**src/common/aplic_pkg.sv**
```systemverilog
// APLIC domain register control package
// Sizes, register offsets, register kinds and the packed
// views of the sourcecfg and target words

package aplic_pkg;

  // ============================================================
  // Sizes and domains
  // ============================================================
  localparam int NR_SRC = 32;
  localparam int SRC_W  = 5;
  localparam int ADDR_W = 14;

  localparam logic DOMAIN_M = 1'b0;
  localparam logic DOMAIN_S = 1'b1;

  // ============================================================
  // Register offsets inside one domain
  // ============================================================
  localparam logic [ADDR_W-1:0] OFF_DOMAINCFG = 14'h0000;
  localparam logic [ADDR_W-1:0] OFF_SOURCECFG = 14'h0004;
  localparam logic [ADDR_W-1:0] OFF_SETIP     = 14'h1C00;
  localparam logic [ADDR_W-1:0] OFF_SETIPNUM  = 14'h1CDC;
  localparam logic [ADDR_W-1:0] OFF_IN_CLRIP  = 14'h1D00;
  localparam logic [ADDR_W-1:0] OFF_CLRIPNUM  = 14'h1DDC;
  localparam logic [ADDR_W-1:0] OFF_SETIE     = 14'h1E00;
  localparam logic [ADDR_W-1:0] OFF_SETIENUM  = 14'h1EDC;
  localparam logic [ADDR_W-1:0] OFF_CLRIE     = 14'h1F00;
  localparam logic [ADDR_W-1:0] OFF_CLRIENUM  = 14'h1FDC;
  localparam logic [ADDR_W-1:0] OFF_TARGET    = 14'h3004;

  // Read value of domaincfg always carries bit 31
  localparam logic [31:0] DOMAINCFG_FIXED = 32'h8000_0000;

  typedef enum logic [3:0] {
    KIND_NONE,
    KIND_DOMAINCFG,
    KIND_SOURCECFG,
    KIND_SETIP,
    KIND_CLRIP,
    KIND_SETIPNUM,
    KIND_CLRIPNUM,
    KIND_SETIE,
    KIND_CLRIE,
    KIND_SETIENUM,
    KIND_CLRIENUM,
    KIND_TARGET
  } reg_kind_e;

  // Source modes
  localparam logic [2:0] SM_INACTIVE = 3'd0;
  localparam logic [2:0] SM_DETACHED = 3'd1;
  localparam logic [2:0] SM_EDGE1    = 3'd4;
  localparam logic [2:0] SM_EDGE0    = 3'd5;
  localparam logic [2:0] SM_LEVEL1   = 3'd6;
  localparam logic [2:0] SM_LEVEL0   = 3'd7;

  // sourcecfg seen as a delegation or as a source mode
  typedef union packed {
    struct packed {logic d; logic [9:0] child;} deleg;
    struct packed {logic d; logic [6:0] rsvd; logic [2:0] sm;} mode;
  } sourcecfg_u;

  // target in direct delivery or in MSI delivery
  typedef union packed {
    struct packed {logic [13:0] hart; logic [9:0] zero; logic [7:0] prio;} direct;
    struct packed {logic [13:0] hart; logic [5:0] guest; logic rsvd; logic [10:0] eiid;} msi;
  } target_u;

endpackage

```
**src/common/aplic_reg_if.sv**
```systemverilog
// Decoded register write
// One write per cycle from the decoder to the register blocks,
// taken in the cycle that wr_valid is high

`timescale 1ns/1ps

interface reg_wr_if;

  logic                          wr_valid;
  logic                          wr_domain;
  aplic_pkg::reg_kind_e          wr_kind;
  logic [aplic_pkg::SRC_W-1:0]   wr_index;
  logic [31:0]                   wr_data;

  modport decoder (
    output wr_valid, wr_domain, wr_kind, wr_index, wr_data
  );

  modport sink (
    input wr_valid, wr_domain, wr_kind, wr_index, wr_data
  );

endinterface

```
**src/design/aplic_domain_top.sv**
```systemverilog
// APLIC domain register control, top level
// Two domains (M and S) sharing 31 sources; connects the
// register decoder to the config, pending/enable and target blocks

`timescale 1ns/1ps

module aplic_domain_top (
  input  logic                           i_clk,
  input  logic                           ni_rst,
  // Write port
  input  logic                           i_wr_valid,
  input  logic                           i_wr_domain,
  input  logic [aplic_pkg::ADDR_W-1:0]   i_wr_addr,
  input  logic [31:0]                    i_wr_data,
  // Read port
  input  logic                           i_rd_valid,
  input  logic                           i_rd_domain,
  input  logic [aplic_pkg::ADDR_W-1:0]   i_rd_addr,
  output logic                           o_rd_valid,
  output logic [31:0]                    o_rd_data,
  // Sources and state
  input  logic [aplic_pkg::NR_SRC-1:0]   i_src_set,
  output logic [aplic_pkg::NR_SRC-1:0]   o_active,
  output logic [aplic_pkg::NR_SRC-1:0]   o_pending,
  output logic [aplic_pkg::NR_SRC-1:0]   o_enable,
  output logic [aplic_pkg::NR_SRC-1:0]   o_intp_domain,
  output logic [1:0]                     o_domain_ie,
  output logic [1:0]                     o_domain_dm
);

  logic [1:0]                                       domain_be;
  aplic_pkg::sourcecfg_u [aplic_pkg::NR_SRC-1:1]    sourcecfg;
  logic [aplic_pkg::NR_SRC-1:1][31:0]               target;

  reg_wr_if wr_bus ();

  aplic_reg_decode u_decode (
    .i_clk         (i_clk),
    .ni_rst        (ni_rst),
    .i_wr_valid    (i_wr_valid),
    .i_wr_domain   (i_wr_domain),
    .i_wr_addr     (i_wr_addr),
    .i_wr_data     (i_wr_data),
    .i_rd_valid    (i_rd_valid),
    .i_rd_domain   (i_rd_domain),
    .i_rd_addr     (i_rd_addr),
    .i_domain_ie   (o_domain_ie),
    .i_domain_dm   (o_domain_dm),
    .i_domain_be   (domain_be),
    .i_sourcecfg   (sourcecfg),
    .i_intp_domain (o_intp_domain),
    .i_pending     (o_pending),
    .i_enable      (o_enable),
    .i_target      (target),
    .o_rd_valid    (o_rd_valid),
    .o_rd_data     (o_rd_data),
    .wr            (wr_bus)
  );

  aplic_source_cfg u_source_cfg (
    .i_clk         (i_clk),
    .ni_rst        (ni_rst),
    .o_domain_ie   (o_domain_ie),
    .o_domain_dm   (o_domain_dm),
    .o_domain_be   (domain_be),
    .o_sourcecfg   (sourcecfg),
    .o_intp_domain (o_intp_domain),
    .o_active      (o_active),
    .wr            (wr_bus)
  );

  aplic_pending_enable u_pending_enable (
    .i_clk         (i_clk),
    .ni_rst        (ni_rst),
    .i_src_set     (i_src_set),
    .i_active      (o_active),
    .i_intp_domain (o_intp_domain),
    .o_pending     (o_pending),
    .o_enable      (o_enable),
    .wr            (wr_bus)
  );

  aplic_target u_target (
    .i_clk         (i_clk),
    .ni_rst        (ni_rst),
    .i_active      (o_active),
    .i_intp_domain (o_intp_domain),
    .i_domain_dm   (o_domain_dm),
    .o_target      (target),
    .wr            (wr_bus)
  );

endmodule

```
**src/design/aplic_reg_decode.sv**
```systemverilog
// APLIC register decoder
// Maps write offsets to a register kind and source index, and
// builds each domain's read view with a one-cycle read register

`timescale 1ns/1ps

module aplic_reg_decode (
  input  logic                                      i_clk,
  input  logic                                      ni_rst,
  input  logic                                      i_wr_valid,
  input  logic                                      i_wr_domain,
  input  logic [aplic_pkg::ADDR_W-1:0]              i_wr_addr,
  input  logic [31:0]                               i_wr_data,
  input  logic                                      i_rd_valid,
  input  logic                                      i_rd_domain,
  input  logic [aplic_pkg::ADDR_W-1:0]              i_rd_addr,
  input  logic [1:0]                                i_domain_ie,
  input  logic [1:0]                                i_domain_dm,
  input  logic [1:0]                                i_domain_be,
  input  aplic_pkg::sourcecfg_u [aplic_pkg::NR_SRC-1:1] i_sourcecfg,
  input  logic [aplic_pkg::NR_SRC-1:0]              i_intp_domain,
  input  logic [aplic_pkg::NR_SRC-1:0]              i_pending,
  input  logic [aplic_pkg::NR_SRC-1:0]              i_enable,
  input  logic [aplic_pkg::NR_SRC-1:1][31:0]        i_target,
  output logic                                      o_rd_valid,
  output logic [31:0]                               o_rd_data,
  reg_wr_if.decoder                                 wr
);

  aplic_pkg::reg_kind_e              wr_kind;
  aplic_pkg::reg_kind_e              rd_kind;
  logic [aplic_pkg::SRC_W-1:0]       rd_idx;
  logic [aplic_pkg::NR_SRC-1:0]      own_mask;
  logic [31:0]                       rd_word;
  logic                              rd_valid_q;
  logic [31:0]                       rd_data_q;

  // Sourcecfg and target arrays are word-indexed from source 1
  function automatic aplic_pkg::reg_kind_e map_kind(input logic [aplic_pkg::ADDR_W-1:0] addr);
    aplic_pkg::reg_kind_e kind;
    kind = aplic_pkg::KIND_NONE;
    if (addr == aplic_pkg::OFF_DOMAINCFG) kind = aplic_pkg::KIND_DOMAINCFG;
    else if (addr == aplic_pkg::OFF_SETIP) kind = aplic_pkg::KIND_SETIP;
    else if (addr == aplic_pkg::OFF_SETIPNUM) kind = aplic_pkg::KIND_SETIPNUM;
    else if (addr == aplic_pkg::OFF_IN_CLRIP) kind = aplic_pkg::KIND_CLRIP;
    else if (addr == aplic_pkg::OFF_CLRIPNUM) kind = aplic_pkg::KIND_CLRIPNUM;
    else if (addr == aplic_pkg::OFF_SETIE) kind = aplic_pkg::KIND_SETIE;
    else if (addr == aplic_pkg::OFF_SETIENUM) kind = aplic_pkg::KIND_SETIENUM;
    else if (addr == aplic_pkg::OFF_CLRIE) kind = aplic_pkg::KIND_CLRIE;
    else if (addr == aplic_pkg::OFF_CLRIENUM) kind = aplic_pkg::KIND_CLRIENUM;
    else if (addr[1:0] == 2'b00 && addr[6:2] != '0) begin
      if (addr[13:7] == aplic_pkg::OFF_SOURCECFG[13:7]) kind = aplic_pkg::KIND_SOURCECFG;
      else if (addr[13:7] == aplic_pkg::OFF_TARGET[13:7]) kind = aplic_pkg::KIND_TARGET;
    end
    return kind;
  endfunction

  // ==========================================================
  // Write decode
  // ==========================================================
  assign wr_kind      = map_kind(i_wr_addr);
  assign wr.wr_valid  = i_wr_valid && (wr_kind != aplic_pkg::KIND_NONE);
  assign wr.wr_domain = i_wr_domain;
  assign wr.wr_kind   = wr_kind;
  assign wr.wr_index  = i_wr_addr[6:2];
  assign wr.wr_data   = i_wr_data;

  // ==========================================================
  // Read view of the selected domain
  // ==========================================================
  assign rd_kind  = map_kind(i_rd_addr);
  assign rd_idx   = i_rd_addr[6:2];
  assign own_mask = (i_rd_domain ? i_intp_domain : ~i_intp_domain) & ~32'd1;

  always_comb begin
    rd_word = '0;
    case (rd_kind)
      aplic_pkg::KIND_DOMAINCFG:
        rd_word = aplic_pkg::DOMAINCFG_FIXED | {23'd0, i_domain_ie[i_rd_domain], 5'd0,
                  i_domain_dm[i_rd_domain], 1'b0, i_domain_be[i_rd_domain]};
      aplic_pkg::KIND_SOURCECFG: begin
        if (own_mask[rd_idx]) rd_word = {21'd0, i_sourcecfg[rd_idx]};
        // M sees its delegated sources as D=1, child 0
        else if (i_rd_domain == aplic_pkg::DOMAIN_M) rd_word = {21'd0, 1'b1, 10'd0};
      end
      aplic_pkg::KIND_SETIP:  rd_word = i_pending & own_mask;
      aplic_pkg::KIND_SETIE:  rd_word = i_enable & own_mask;
      aplic_pkg::KIND_TARGET: if (own_mask[rd_idx]) rd_word = i_target[rd_idx];
      default:                rd_word = '0;
    endcase
  end

  always_ff @(posedge i_clk or negedge ni_rst) begin
    if (!ni_rst) rd_valid_q <= 1'b0;
    else rd_valid_q <= i_rd_valid;
  end

  always_ff @(posedge i_clk) begin
    rd_data_q <= rd_word;
  end

  assign o_rd_valid = rd_valid_q;
  assign o_rd_data  = rd_data_q;

endmodule

```
**src/design/aplic_target.sv**
```systemverilog
// APLIC target registers
// One word per source, written by its owner domain while active
// and legalized by that domain's delivery mode

`timescale 1ns/1ps

module aplic_target (
  input  logic                                i_clk,
  input  logic                                ni_rst,
  input  logic [aplic_pkg::NR_SRC-1:0]        i_active,
  input  logic [aplic_pkg::NR_SRC-1:0]        i_intp_domain,
  input  logic [1:0]                          i_domain_dm,
  output logic [aplic_pkg::NR_SRC-1:1][31:0]  o_target,
  reg_wr_if.sink                              wr
);

  logic [aplic_pkg::NR_SRC-1:1][31:0]  target_q;
  aplic_pkg::target_u                  wt;
  aplic_pkg::target_u                  nt;
  logic                                wr_ok;

  assign wt    = wr.wr_data;
  assign wr_ok = wr.wr_valid && (wr.wr_kind == aplic_pkg::KIND_TARGET) &&
                 (i_intp_domain[wr.wr_index] == wr.wr_domain) && i_active[wr.wr_index];

  always_comb begin
    nt = '0;
    if (i_domain_dm[wr.wr_domain]) begin
      // MSI delivery
      nt = wt;
      nt.msi.rsvd = 1'b0;
    end else begin
      // Direct delivery, priority 0 is not allowed
      nt.direct.hart = wt.direct.hart;
      nt.direct.prio = (wt.direct.prio == 8'd0) ? 8'd1 : wt.direct.prio;
    end
  end

  always_ff @(posedge i_clk or negedge ni_rst) begin
    if (!ni_rst) begin
      target_q <= '0;
    end else if (wr_ok) begin
      target_q[wr.wr_index] <= nt;
    end
  end

  assign o_target = target_q;

endmodule

```
**src/design/cfg/aplic_source_cfg.sv**
```systemverilog
// APLIC domaincfg and sourcecfg registers
// Keeps IE/DM/BE per domain, the legalized source modes, which
// domain owns each source and the active vector

`timescale 1ns/1ps

module aplic_source_cfg (
  input  logic                                      i_clk,
  input  logic                                      ni_rst,
  output logic [1:0]                                o_domain_ie,
  output logic [1:0]                                o_domain_dm,
  output logic [1:0]                                o_domain_be,
  output aplic_pkg::sourcecfg_u [aplic_pkg::NR_SRC-1:1] o_sourcecfg,
  output logic [aplic_pkg::NR_SRC-1:0]              o_intp_domain,
  output logic [aplic_pkg::NR_SRC-1:0]              o_active,
  reg_wr_if.sink                                    wr
);

  logic [1:0]                                        ie_q, ie_d;
  logic [1:0]                                        dm_q, dm_d;
  logic [1:0]                                        be_q, be_d;
  aplic_pkg::sourcecfg_u [aplic_pkg::NR_SRC-1:1]     cfg_q, cfg_d;
  logic [aplic_pkg::NR_SRC-1:0]                      owner_q, owner_d;
  aplic_pkg::sourcecfg_u                             wcfg;

  // Reserved mode codes 2 and 3 fall back to inactive
  function automatic logic [2:0] legal_sm(input logic [2:0] sm);
    logic [2:0] res;
    case (sm)
      aplic_pkg::SM_DETACHED, aplic_pkg::SM_EDGE1, aplic_pkg::SM_EDGE0,
      aplic_pkg::SM_LEVEL1, aplic_pkg::SM_LEVEL0: res = sm;
      default: res = aplic_pkg::SM_INACTIVE;
    endcase
    return res;
  endfunction

  assign wcfg = wr.wr_data[10:0];

  always_comb begin
    ie_d    = ie_q;
    dm_d    = dm_q;
    be_d    = be_q;
    cfg_d   = cfg_q;
    owner_d = owner_q;

    if (wr.wr_valid && wr.wr_kind == aplic_pkg::KIND_DOMAINCFG) begin
      ie_d[wr.wr_domain] = wr.wr_data[8];
      dm_d[wr.wr_domain] = wr.wr_data[2];
      be_d[wr.wr_domain] = wr.wr_data[0];
    end

    if (wr.wr_valid && wr.wr_kind == aplic_pkg::KIND_SOURCECFG) begin
      if (wr.wr_domain == aplic_pkg::DOMAIN_M) begin
        // M decides the owner on every write
        cfg_d[wr.wr_index] = '0;
        if (wcfg.deleg.d) begin
          owner_d[wr.wr_index] = aplic_pkg::DOMAIN_S;
        end else begin
          owner_d[wr.wr_index] = aplic_pkg::DOMAIN_M;
          cfg_d[wr.wr_index].mode.sm = legal_sm(wcfg.mode.sm);
        end
      end else if (owner_q[wr.wr_index] == aplic_pkg::DOMAIN_S) begin
        // S has no child domain, so D=1 leaves the source inactive
        cfg_d[wr.wr_index] = '0;
        if (!wcfg.mode.d) cfg_d[wr.wr_index].mode.sm = legal_sm(wcfg.mode.sm);
      end
    end
  end

  always_ff @(posedge i_clk or negedge ni_rst) begin
    if (!ni_rst) begin
      ie_q    <= '0;
      dm_q    <= '0;
      be_q    <= '0;
      cfg_q   <= '0;
      owner_q <= '0;
    end else begin
      ie_q    <= ie_d;
      dm_q    <= dm_d;
      be_q    <= be_d;
      cfg_q   <= cfg_d;
      owner_q <= owner_d;
    end
  end

  always_comb begin
    o_active = '0;
    for (int j = 1; j < aplic_pkg::NR_SRC; j++) begin
      o_active[j] = cfg_q[j].mode.sm != aplic_pkg::SM_INACTIVE;
    end
  end

  assign o_domain_ie   = ie_q;
  assign o_domain_dm   = dm_q;
  assign o_domain_be   = be_q;
  assign o_sourcecfg   = cfg_q;
  assign o_intp_domain = owner_q;

endmodule

```
**src/design/ipie/aplic_bit_update.sv**
```systemverilog
// APLIC set/clear resolution for one register family
// Turns a setix, clrix, setixnum or clrixnum write into the
// next word, limited to sources of the writing domain

`timescale 1ns/1ps

module aplic_bit_update #(
  parameter bit FAMILY_ENABLE = 1'b0
) (
  input  logic [aplic_pkg::NR_SRC-1:0]   i_cur,
  input  logic [aplic_pkg::NR_SRC-1:0]   i_intp_domain,
  output logic [aplic_pkg::NR_SRC-1:0]   o_next,
  reg_wr_if.sink                         wr
);

  aplic_pkg::reg_kind_e              kind_set_word;
  aplic_pkg::reg_kind_e              kind_clr_word;
  aplic_pkg::reg_kind_e              kind_set_num;
  aplic_pkg::reg_kind_e              kind_clr_num;
  logic [aplic_pkg::NR_SRC-1:0]      own_mask;
  logic [aplic_pkg::SRC_W-1:0]       num;
  logic                              num_ok;

  // Kinds served by this instance
  assign kind_set_word = FAMILY_ENABLE ? aplic_pkg::KIND_SETIE : aplic_pkg::KIND_SETIP;
  assign kind_clr_word = FAMILY_ENABLE ? aplic_pkg::KIND_CLRIE : aplic_pkg::KIND_CLRIP;
  assign kind_set_num  = FAMILY_ENABLE ? aplic_pkg::KIND_SETIENUM : aplic_pkg::KIND_SETIPNUM;
  assign kind_clr_num  = FAMILY_ENABLE ? aplic_pkg::KIND_CLRIENUM : aplic_pkg::KIND_CLRIPNUM;

  assign own_mask = (wr.wr_domain ? i_intp_domain : ~i_intp_domain) & ~32'd1;
  assign num      = wr.wr_data[aplic_pkg::SRC_W-1:0];
  // Number must name an existing source of the writer
  assign num_ok   = (wr.wr_data[31:aplic_pkg::SRC_W] == '0) && (num != '0) && own_mask[num];

  always_comb begin
    o_next = i_cur;
    if (wr.wr_valid) begin
      if (wr.wr_kind == kind_set_word) o_next = i_cur | (wr.wr_data & own_mask);
      else if (wr.wr_kind == kind_clr_word) o_next = i_cur & ~(wr.wr_data & own_mask);
      else if (wr.wr_kind == kind_set_num && num_ok) o_next[num] = 1'b1;
      else if (wr.wr_kind == kind_clr_num && num_ok) o_next[num] = 1'b0;
    end
    o_next[0] = 1'b0;
  end

endmodule

```
**src/design/ipie/aplic_pending_enable.sv**
```systemverilog
// APLIC pending and enable registers
// One word each; written by the owner domain, pending also set
// by the source strobe, both masked to active sources

`timescale 1ns/1ps

module aplic_pending_enable (
  input  logic                           i_clk,
  input  logic                           ni_rst,
  input  logic [aplic_pkg::NR_SRC-1:0]   i_src_set,
  input  logic [aplic_pkg::NR_SRC-1:0]   i_active,
  input  logic [aplic_pkg::NR_SRC-1:0]   i_intp_domain,
  output logic [aplic_pkg::NR_SRC-1:0]   o_pending,
  output logic [aplic_pkg::NR_SRC-1:0]   o_enable,
  reg_wr_if.sink                         wr
);

  logic [aplic_pkg::NR_SRC-1:0] pending_q, pending_upd;
  logic [aplic_pkg::NR_SRC-1:0] enable_q, enable_upd;

  aplic_bit_update #(.FAMILY_ENABLE(1'b0)) u_pending_upd (
    .i_cur         (pending_q),
    .i_intp_domain (i_intp_domain),
    .o_next        (pending_upd),
    .wr            (wr)
  );

  aplic_bit_update #(.FAMILY_ENABLE(1'b1)) u_enable_upd (
    .i_cur         (enable_q),
    .i_intp_domain (i_intp_domain),
    .o_next        (enable_upd),
    .wr            (wr)
  );

  always_ff @(posedge i_clk or negedge ni_rst) begin
    if (!ni_rst) begin
      pending_q <= '0;
      enable_q  <= '0;
    end else begin
      pending_q <= (pending_upd | i_src_set) & i_active;
      enable_q  <= enable_upd & i_active;
    end
  end

  assign o_pending = pending_q;
  assign o_enable  = enable_q;

endmodule

```
**config.mk**
```make
export PLATFORM = sky130hd
export DESIGN_NAME = aplic_domain_top
export DESIGN_NICKNAME = d
export VERILOG_FILES = /design/src/common/aplic_pkg.sv /design/src/common/aplic_reg_if.sv /design/src/design/aplic_domain_top.sv /design/src/design/aplic_reg_decode.sv /design/src/design/aplic_target.sv /design/src/design/cfg/aplic_source_cfg.sv /design/src/design/ipie/aplic_bit_update.sv /design/src/design/ipie/aplic_pending_enable.sv
export SDC_FILE = /design/constraint.sdc
export NUM_CORES = 2
export LEC_CHECK = 0
export ABC_AREA = 1
export BUFFER_PORTS_ARGS = -buffer_cell sky130_fd_sc_hd__buf_2
export CAP_MARGIN = 20
export CORE_MARGIN = 2
export CORE_UTILIZATION = 45
export CTS_CLUSTER_DIAMETER = 50
export DETAILED_ROUTE_END_ITERATION = 7
export PLACE_DENSITY = 0.71
export SLEW_MARGIN = 0
export SYNTH_ARGS = -nofsm -noshare
export SYNTH_HDL_FRONTEND = slang
export SYNTH_SLANG_ARGS = --single-unit
```
**constraint.sdc**
```tcl
create_clock -name i_clk -period 5.9 [get_ports i_clk]
set_input_delay 1.18 -clock i_clk [delete_from_list [all_inputs] [get_ports i_clk]]
set_output_delay 1.18 -clock i_clk [all_outputs]
set_load 0.01 [all_outputs]
```
== Yosys cells after proc, flatten, opt, wreduce, memory -nomap -nowiden ==
Cells that the tools add are included.
Word-level totals
  bits in registers: 1468
  logic and storage cells: 298
Cells by class
  magnitude comparators: 8
  eq/ne operators: 41
  multiplexer cells: 93
  bitwise gates (word level): 23
  reductions and logical operators: 63
Operators by type and width (count)
  $mux 341: 4
  $bwmux 992: 1
  $bwmux 341: 2
  $mux 32: 17
  $and 341x341->341: 1
  $not 341->341: 1
  $and 32x32->32: 10
  $eq 14x13->1 const B: 16
  $or 32x32->32: 6
  $bmux 32 s5: 1
  $demux 32 s5: 1
  $pmux 32 s5: 1
  $not 32->32: 4
  $demux 11 s5: 2
  $mux 4: 24
  $reduce_bool 3->1: 31
  $bmux 11 s5: 1
  $mux 11: 3
  $logic_not 14->1: 2
  $logic_not 27->1: 1
  $mux 3: 8
  $bmux 1 s5: 4
  $eq 4x3->1 const B: 5
  $eq 4x4->1 const B: 5
  26 further kinds: 77

== Depth between registers and ports, before layout ==
  depth after elaboration: 22
  mapped depth: 20

== Hierarchy ==
A second synthesis with hierarchy kept.
Unflattened totals
  cell total of the unflattened synthesis: 11164
  area total of the unflattened synthesis: 78617.9 µm²
Modules (own cells, without submodules)
  aplic_target: instances 1, cells each 4584, area each 39502.9 µm², sequential area each 24048.1 µm²
  aplic_reg_decode: instances 1, cells each 3090, area each 15059.4 µm², sequential area each 665.6 µm²
  aplic_source_cfg: instances 1, cells each 1645, area each 14876.8 µm², sequential area each 9484.1 µm²
  aplic_bit_update (u_pending_enable.u_enable_upd): instances 1, cells each 810, area each 3493.4 µm², sequential area each 0.0 µm²
  aplic_bit_update (u_pending_enable.u_pending_upd): instances 1, cells each 811, area each 3483.3 µm², sequential area each 0.0 µm²
  aplic_pending_enable: instances 1, cells each 224, area each 2202.1 µm², sequential area each 1601.5 µm²

== Worst setup path after synthesis ==
Ideal clock, no wire load.
  path type: input to register
  start point: in i_wr_addr[2] (netlist bit)
  end point: reg (tool-made name)
  arrival: 3737 ps
  required time: 5769 ps
  slack: 2032 ps
  cell stages on the path: 17
  path through: nor2_1 > buf_2 > inv_1 > clkbuf_1 > clkbuf_1 > o22ai_1 > a221oi_1 > o21ai_0 > o32ai_1 > ha_1 > inv_1 > nand3_1 > buf_2 > nor3_2 > inv_1 > clkbuf_1 > o21ai_1
RTL lines
  start, declared: RTL line aplic_domain_top.sv:13  | input logic [aplic_pkg::ADDR_W-1:0] i_wr_addr,

== Worst setup path in the final report ==
  start point: in i_rd_addr[2] (netlist bit)
  end point: reg u_decode.rd_data_q[31] (netlist: u_decode.o_rd_data[31])
Between the ends
  cells in the longest elaborated chain, start to end: 14
Ends and longest elaborated chain
  start, declared: RTL line aplic_domain_top.sv:18  | input logic [aplic_pkg::ADDR_W-1:0] i_rd_addr,
  $reduce_bool 5->1: RTL line aplic_reg_decode.sv:51  | else if (addr[1:0] == 2'b00 && addr[6:2] != '0) begin
  $logic_and 1x1->1: RTL line aplic_reg_decode.sv:51
  $mux 4: RTL line aplic_reg_decode.sv:51
  $mux 4: RTL line aplic_reg_decode.sv:50  | else if (addr == aplic_pkg::OFF_CLRIENUM) kind = aplic_pkg::KIND_CLRIENUM;
  $mux 4: RTL line aplic_reg_decode.sv:49  | else if (addr == aplic_pkg::OFF_CLRIE) kind = aplic_pkg::KIND_CLRIE;
  $mux 4: RTL line aplic_reg_decode.sv:48  | else if (addr == aplic_pkg::OFF_SETIENUM) kind = aplic_pkg::KIND_SETIENUM;
  $mux 4: RTL line aplic_reg_decode.sv:47  | else if (addr == aplic_pkg::OFF_SETIE) kind = aplic_pkg::KIND_SETIE;
  $mux 4: RTL line aplic_reg_decode.sv:46  | else if (addr == aplic_pkg::OFF_CLRIPNUM) kind = aplic_pkg::KIND_CLRIPNUM;
  $mux 4: RTL line aplic_reg_decode.sv:45  | else if (addr == aplic_pkg::OFF_IN_CLRIP) kind = aplic_pkg::KIND_CLRIP;
  $mux 4: RTL line aplic_reg_decode.sv:44  | else if (addr == aplic_pkg::OFF_SETIPNUM) kind = aplic_pkg::KIND_SETIPNUM;
  $mux 4: RTL line aplic_reg_decode.sv:43  | else if (addr == aplic_pkg::OFF_SETIP) kind = aplic_pkg::KIND_SETIP;
  $mux 4: RTL line aplic_reg_decode.sv:42  | if (addr == aplic_pkg::OFF_DOMAINCFG) kind = aplic_pkg::KIND_DOMAINCFG;
  $eq 4x4->1 (tied with other cells): RTL line aplic_reg_decode.sv:77  | case (rd_kind)
  $pmux 32 s5 (*): RTL line aplic_reg_decode.sv:77
  end signal, assigned: RTL line aplic_reg_decode.sv:99  | rd_data_q <= rd_word;
  end, declared: RTL line aplic_reg_decode.sv:36  | logic [31:0] rd_data_q;
Every way passes the cells marked *; elsewhere a longest branch is shown, timed or not. The select of a mux whose other input is x is not followed.
A chain may end at the register's enable or synchronous reset.

==> flow_summary_export.csv <==
group,metric,value,unit
pwr,power.leakage,43.1,nW
timing,worstMarginPinSlew,1210,ps
cts,cts_buffer_depth,3,
setup_path,worstPathRequired,6630,ps
yosys,syn-cell-area,71900,um^2
routing,routed_wirelength,298000,um
timing,finalMaxSlewViolations,0,
routing,via_count,71663,
outcome,violations,"design-rule violations",
pwr,p_sw_share,26.4,%
cts,ctsHoldBuffers,0,
routing,wl_per_cell,25.7,um
timing,setup_viol,0,
floorplanning,rows,146,
setup_path,max_stage_delay,970,ps
timing,min_period,4470,ps
yosys,syn_area_per_cell,7.57,um^2
layout,layout.nets,9479,
pwr,p_sw,0.00608,W
cts,cts-root-buf,"clkbuf_16",
setup_path,rr_worst_depth,11,
setup_path,cp.arrival,5210,ps
cts,cts_tree,"done",
pwr,fin_total_pwr,0.0230,W
cts,post_cts_buffers,0,
flow_run,cap_violations,0,
yosys,netlist_instances,9491,
cts,clk_latency,840,ps
setup_path,rrSetupSlack,1940,ps
layout,fill_cells,14872,
floorplanning,die_w,404,um
floorplanning,start_util,45.3,%
pwr,pwr-share-clk,48.6,%
setup_path,critical_path_class,"primary input to register",
cts,cts_sinks,1435,
floorplanning,fp.coreArea,159000,um^2
global_routing,grt_max_degree,176,
setup_path,slowest_stage,"clkinv_1",
routing,drc_errors,3,
pwr,p_per_area,284,nW/um^2
timing,min_period_over_period,75.8,%
pwr,p_int,0.0169,W
timing,skew,57.9,ps
pwr,irDropWorstVdd,301,uV
layout,final_common_cell,"nand2_1",
yosys,postSynth.asyncResetShare,97.8,%
layout,layout-drive-gt1-share,9.21,%
global_routing,gr-total-overflow,0,
yosys,ys_warn_count,0,
cts,cts.clk_slew.worst_paths,60,ps
timing,max_freq,223,MHz
setup_path,end_kind,"register",
yosys,yosys-top-cells-area,"dfrtp_1 49%, nand2_1 18%, nand3_1 8.6%, inv_1 3.2%, a21oi_1 3.1%",
global_routing,antenna_found_initial,7,
routing,dr.pass1.iters,8,
timing,rsz0062_at_grt,"false",
yosys,ys_seq_elements,1435,
timing,final_hold_viol_count,0,
cts,cts_inserted_buffers,170,
pwr,combPwrFrac,8.2,%
min_path,worstHoldPathType,"primary input to asynchronous set/reset pin",
setup_path,critPathMaxFanout,41,
floorplanning,dieArea,163000,um^2
placed_design,port_buffers,258,
placed_design,dpl.hpwl,183000,um
yosys,yosysSeqAreaShare,49.7,%
floorplanning,die_h,404,um
yosys,yosys.area.top_type,"dfrtp_1",
global_routing,grt_usage,35.9,%
routing,antenna_left,0,
setup_path,worst_r2r_endpoint,"u_target.o_target[78]$_DFFE_PN0P_",
yosys,synth_edf_count,0,
global_routing,grt_pass1_vias,67436,
yosys,synth_ff_type,"dfrtp_1",
pwr,p_seq_share,43.2,%
setup_path,crit_chain,"buf_8 > nand2_4 > inv_1 > a21oi_1 > o211ai_1 > nand3_1 > nand3_1 > nand2_1 > nand2_1 > clkinv_1 > a211o_1",
routing,vias_per_cell,6.18,
timing,fin_tns_setup,0,ps
cts,ctsResizeCount,0,
timing,maxSlewHeadroom,19.0,%
setup_path,worst_setup_path_start_kind,"primary input",
layout,syn2layout_area_growth,12.6,%
cts,htree_levels,4,
routing,drt_iter0_drc,11275,
floorplanning,ios,263,
global_routing,grt_pass1_wl,441000,um
placed_design,gp_congestion,1.05,
outcome,outcome,"finished with violations",
yosys,yosysTopAreaCellShare,48.9,%
layout,layout_common_cells,"3421 x nand2_1, 1403 x dfrtp_1, 1228 x nand3_1",
yosys,yosys.cell_types.count,57,
-- cell families after synthesis --
kind of cell,count (synthesis),synth area share [%]
buffers and inverters,1419,8.10
and+or+nand+nor,5191,29.7
muxes,13,0.181
xor gates and xnor gates,45,0.548
AOI/OAI and AO/OA,1386,11.7
DFF,1435,49.7
other,1,0.00522
adders and majority gates,1,0.0174
-- power groups by stage --
stage                     clock (W)  sequential (W)  combinational (W)
after floorplan                   0          0.0101           0.000829
after global placement            0          0.0101            0.00179
after detailed placement          0          0.0101            0.00181
after CTS                    0.0112         0.00993            0.00182
after global routing         0.0117         0.00992            0.00196
final                        0.0112         0.00993            0.00189
-- worst max-delay path: cells and delay by family --
| kind | cells | cell delay [ps] |
|---|---|---|
| and+or+nand+nor | 5 | 1400 |
| buffers and inverters | 3 | 1740 |
| AOI/OAI and AO/OA | 3 | 780 |
-- Yosys cell counts, types with 14 or more instances --
library cell and instances:
a211o_1 14, a211oi_1 17, a21oi_1 450, a31oi_1 48, buf_1 55, buf_2 145, buf_6 29, clkbuf_1 545
dfrtp_1 1403, dfxtp_1 32, inv_1 610, nand2_1 3427, nand3_1 1232, nand4_1 56, nor2_1 368, nor3_1 83
o2111ai_1 39, o211ai_1 35, o21ai_0 359, o21ai_1 35, o221ai_1 183, o22ai_1 153, xnor2_1 20, xor2_1 25
-- through the flow --
stage | setup slack (ps) | instance area, um^2 | hold slack (ps) | util [%] | instances
after CTS | 1710 | 80900 | 396 | 51.0 | 11588
final | 1430 | 80900 | 329 | 51.0 | 11597
after global placement | 833 | 74900 | 444 | 47.3 | 11275
after floorplan | 2030 | 71900 | 431 | - | 9493
after global routing | 1420 | 80900 | 418 | 51.0 | 11590
after detailed placement | 848 | 75000 | 447 | 47.3 | 11278
-- routing by layer --
| layer | routed length [um] | up-vias | global-route usage [%] | share of wire, % |
|---|---|---|---|---|
| met2 | 125000 | 5287 | 51.7 | 42 |
| met4 | 23800 | 6 | 24.6 | 8.0 |
| met5 | 40 | - | 0 | 0.013 |
| li1 | - | 30809 | - | - |
| met3 | 40500 | 1100 | 10.6 | 14 |
| met1 | 109000 | 34461 | 46.5 | 37 |
-- sequential cells by signal (all words and copies together) (netlist names), named ones only --
| signal | flops |
|---|---|
| u_source_cfg.o_domain_be | 2 |
| u_source_cfg.o_domain_dm | 2 |
| u_decode.o_rd_data | 32 |
| u_pending_enable.o_pending | 31 |
| u_decode.o_rd_valid | 1 |
| u_pending_enable.o_enable | 31 |
| u_source_cfg.o_domain_ie | 2 |
| u_target.o_target | 961 |
| u_source_cfg.o_sourcecfg | 248 |
-- final cells by class --
type                    instances  area (um^2)  area share, %
well taps                    2072         2590           3.20
inverters                     629         2370           2.93
repair buffers                505         3590           4.44
flip-flops and latches       1435        35700           44.2
clock inverters                77         1110           1.37
diodes                          7         17.5         0.0216
multi-input cells            6639        30700           37.9
clock buffers                 233         4830           5.97
-- how the worst max path moves through the flow --
stage | from | end | cells past startpoint
2_1_floorplan | i_wr_addr[2] | register | 17
3_3_place_gp | i_rd_addr[2] | u_decode.o_rd_data[31]$_SDFF_PN0_ | 11
3_5_place_dp | i_wr_addr[3] | u_target.o_target[95]$_DFFE_PN0P_ | 17
4_1_cts | i_wr_addr[3] | u_target.o_target[95]$_DFFE_PN0P_ | 17
5_1_grt | i_wr_addr[3] | u_target.o_target[85]$_DFFE_PN0P_ | 17
6_report | i_rd_addr[2] | u_decode.o_rd_data[31]$_SDFF_PN0_ | 11
No activity file was read; power rests on OpenSTA's default activity.
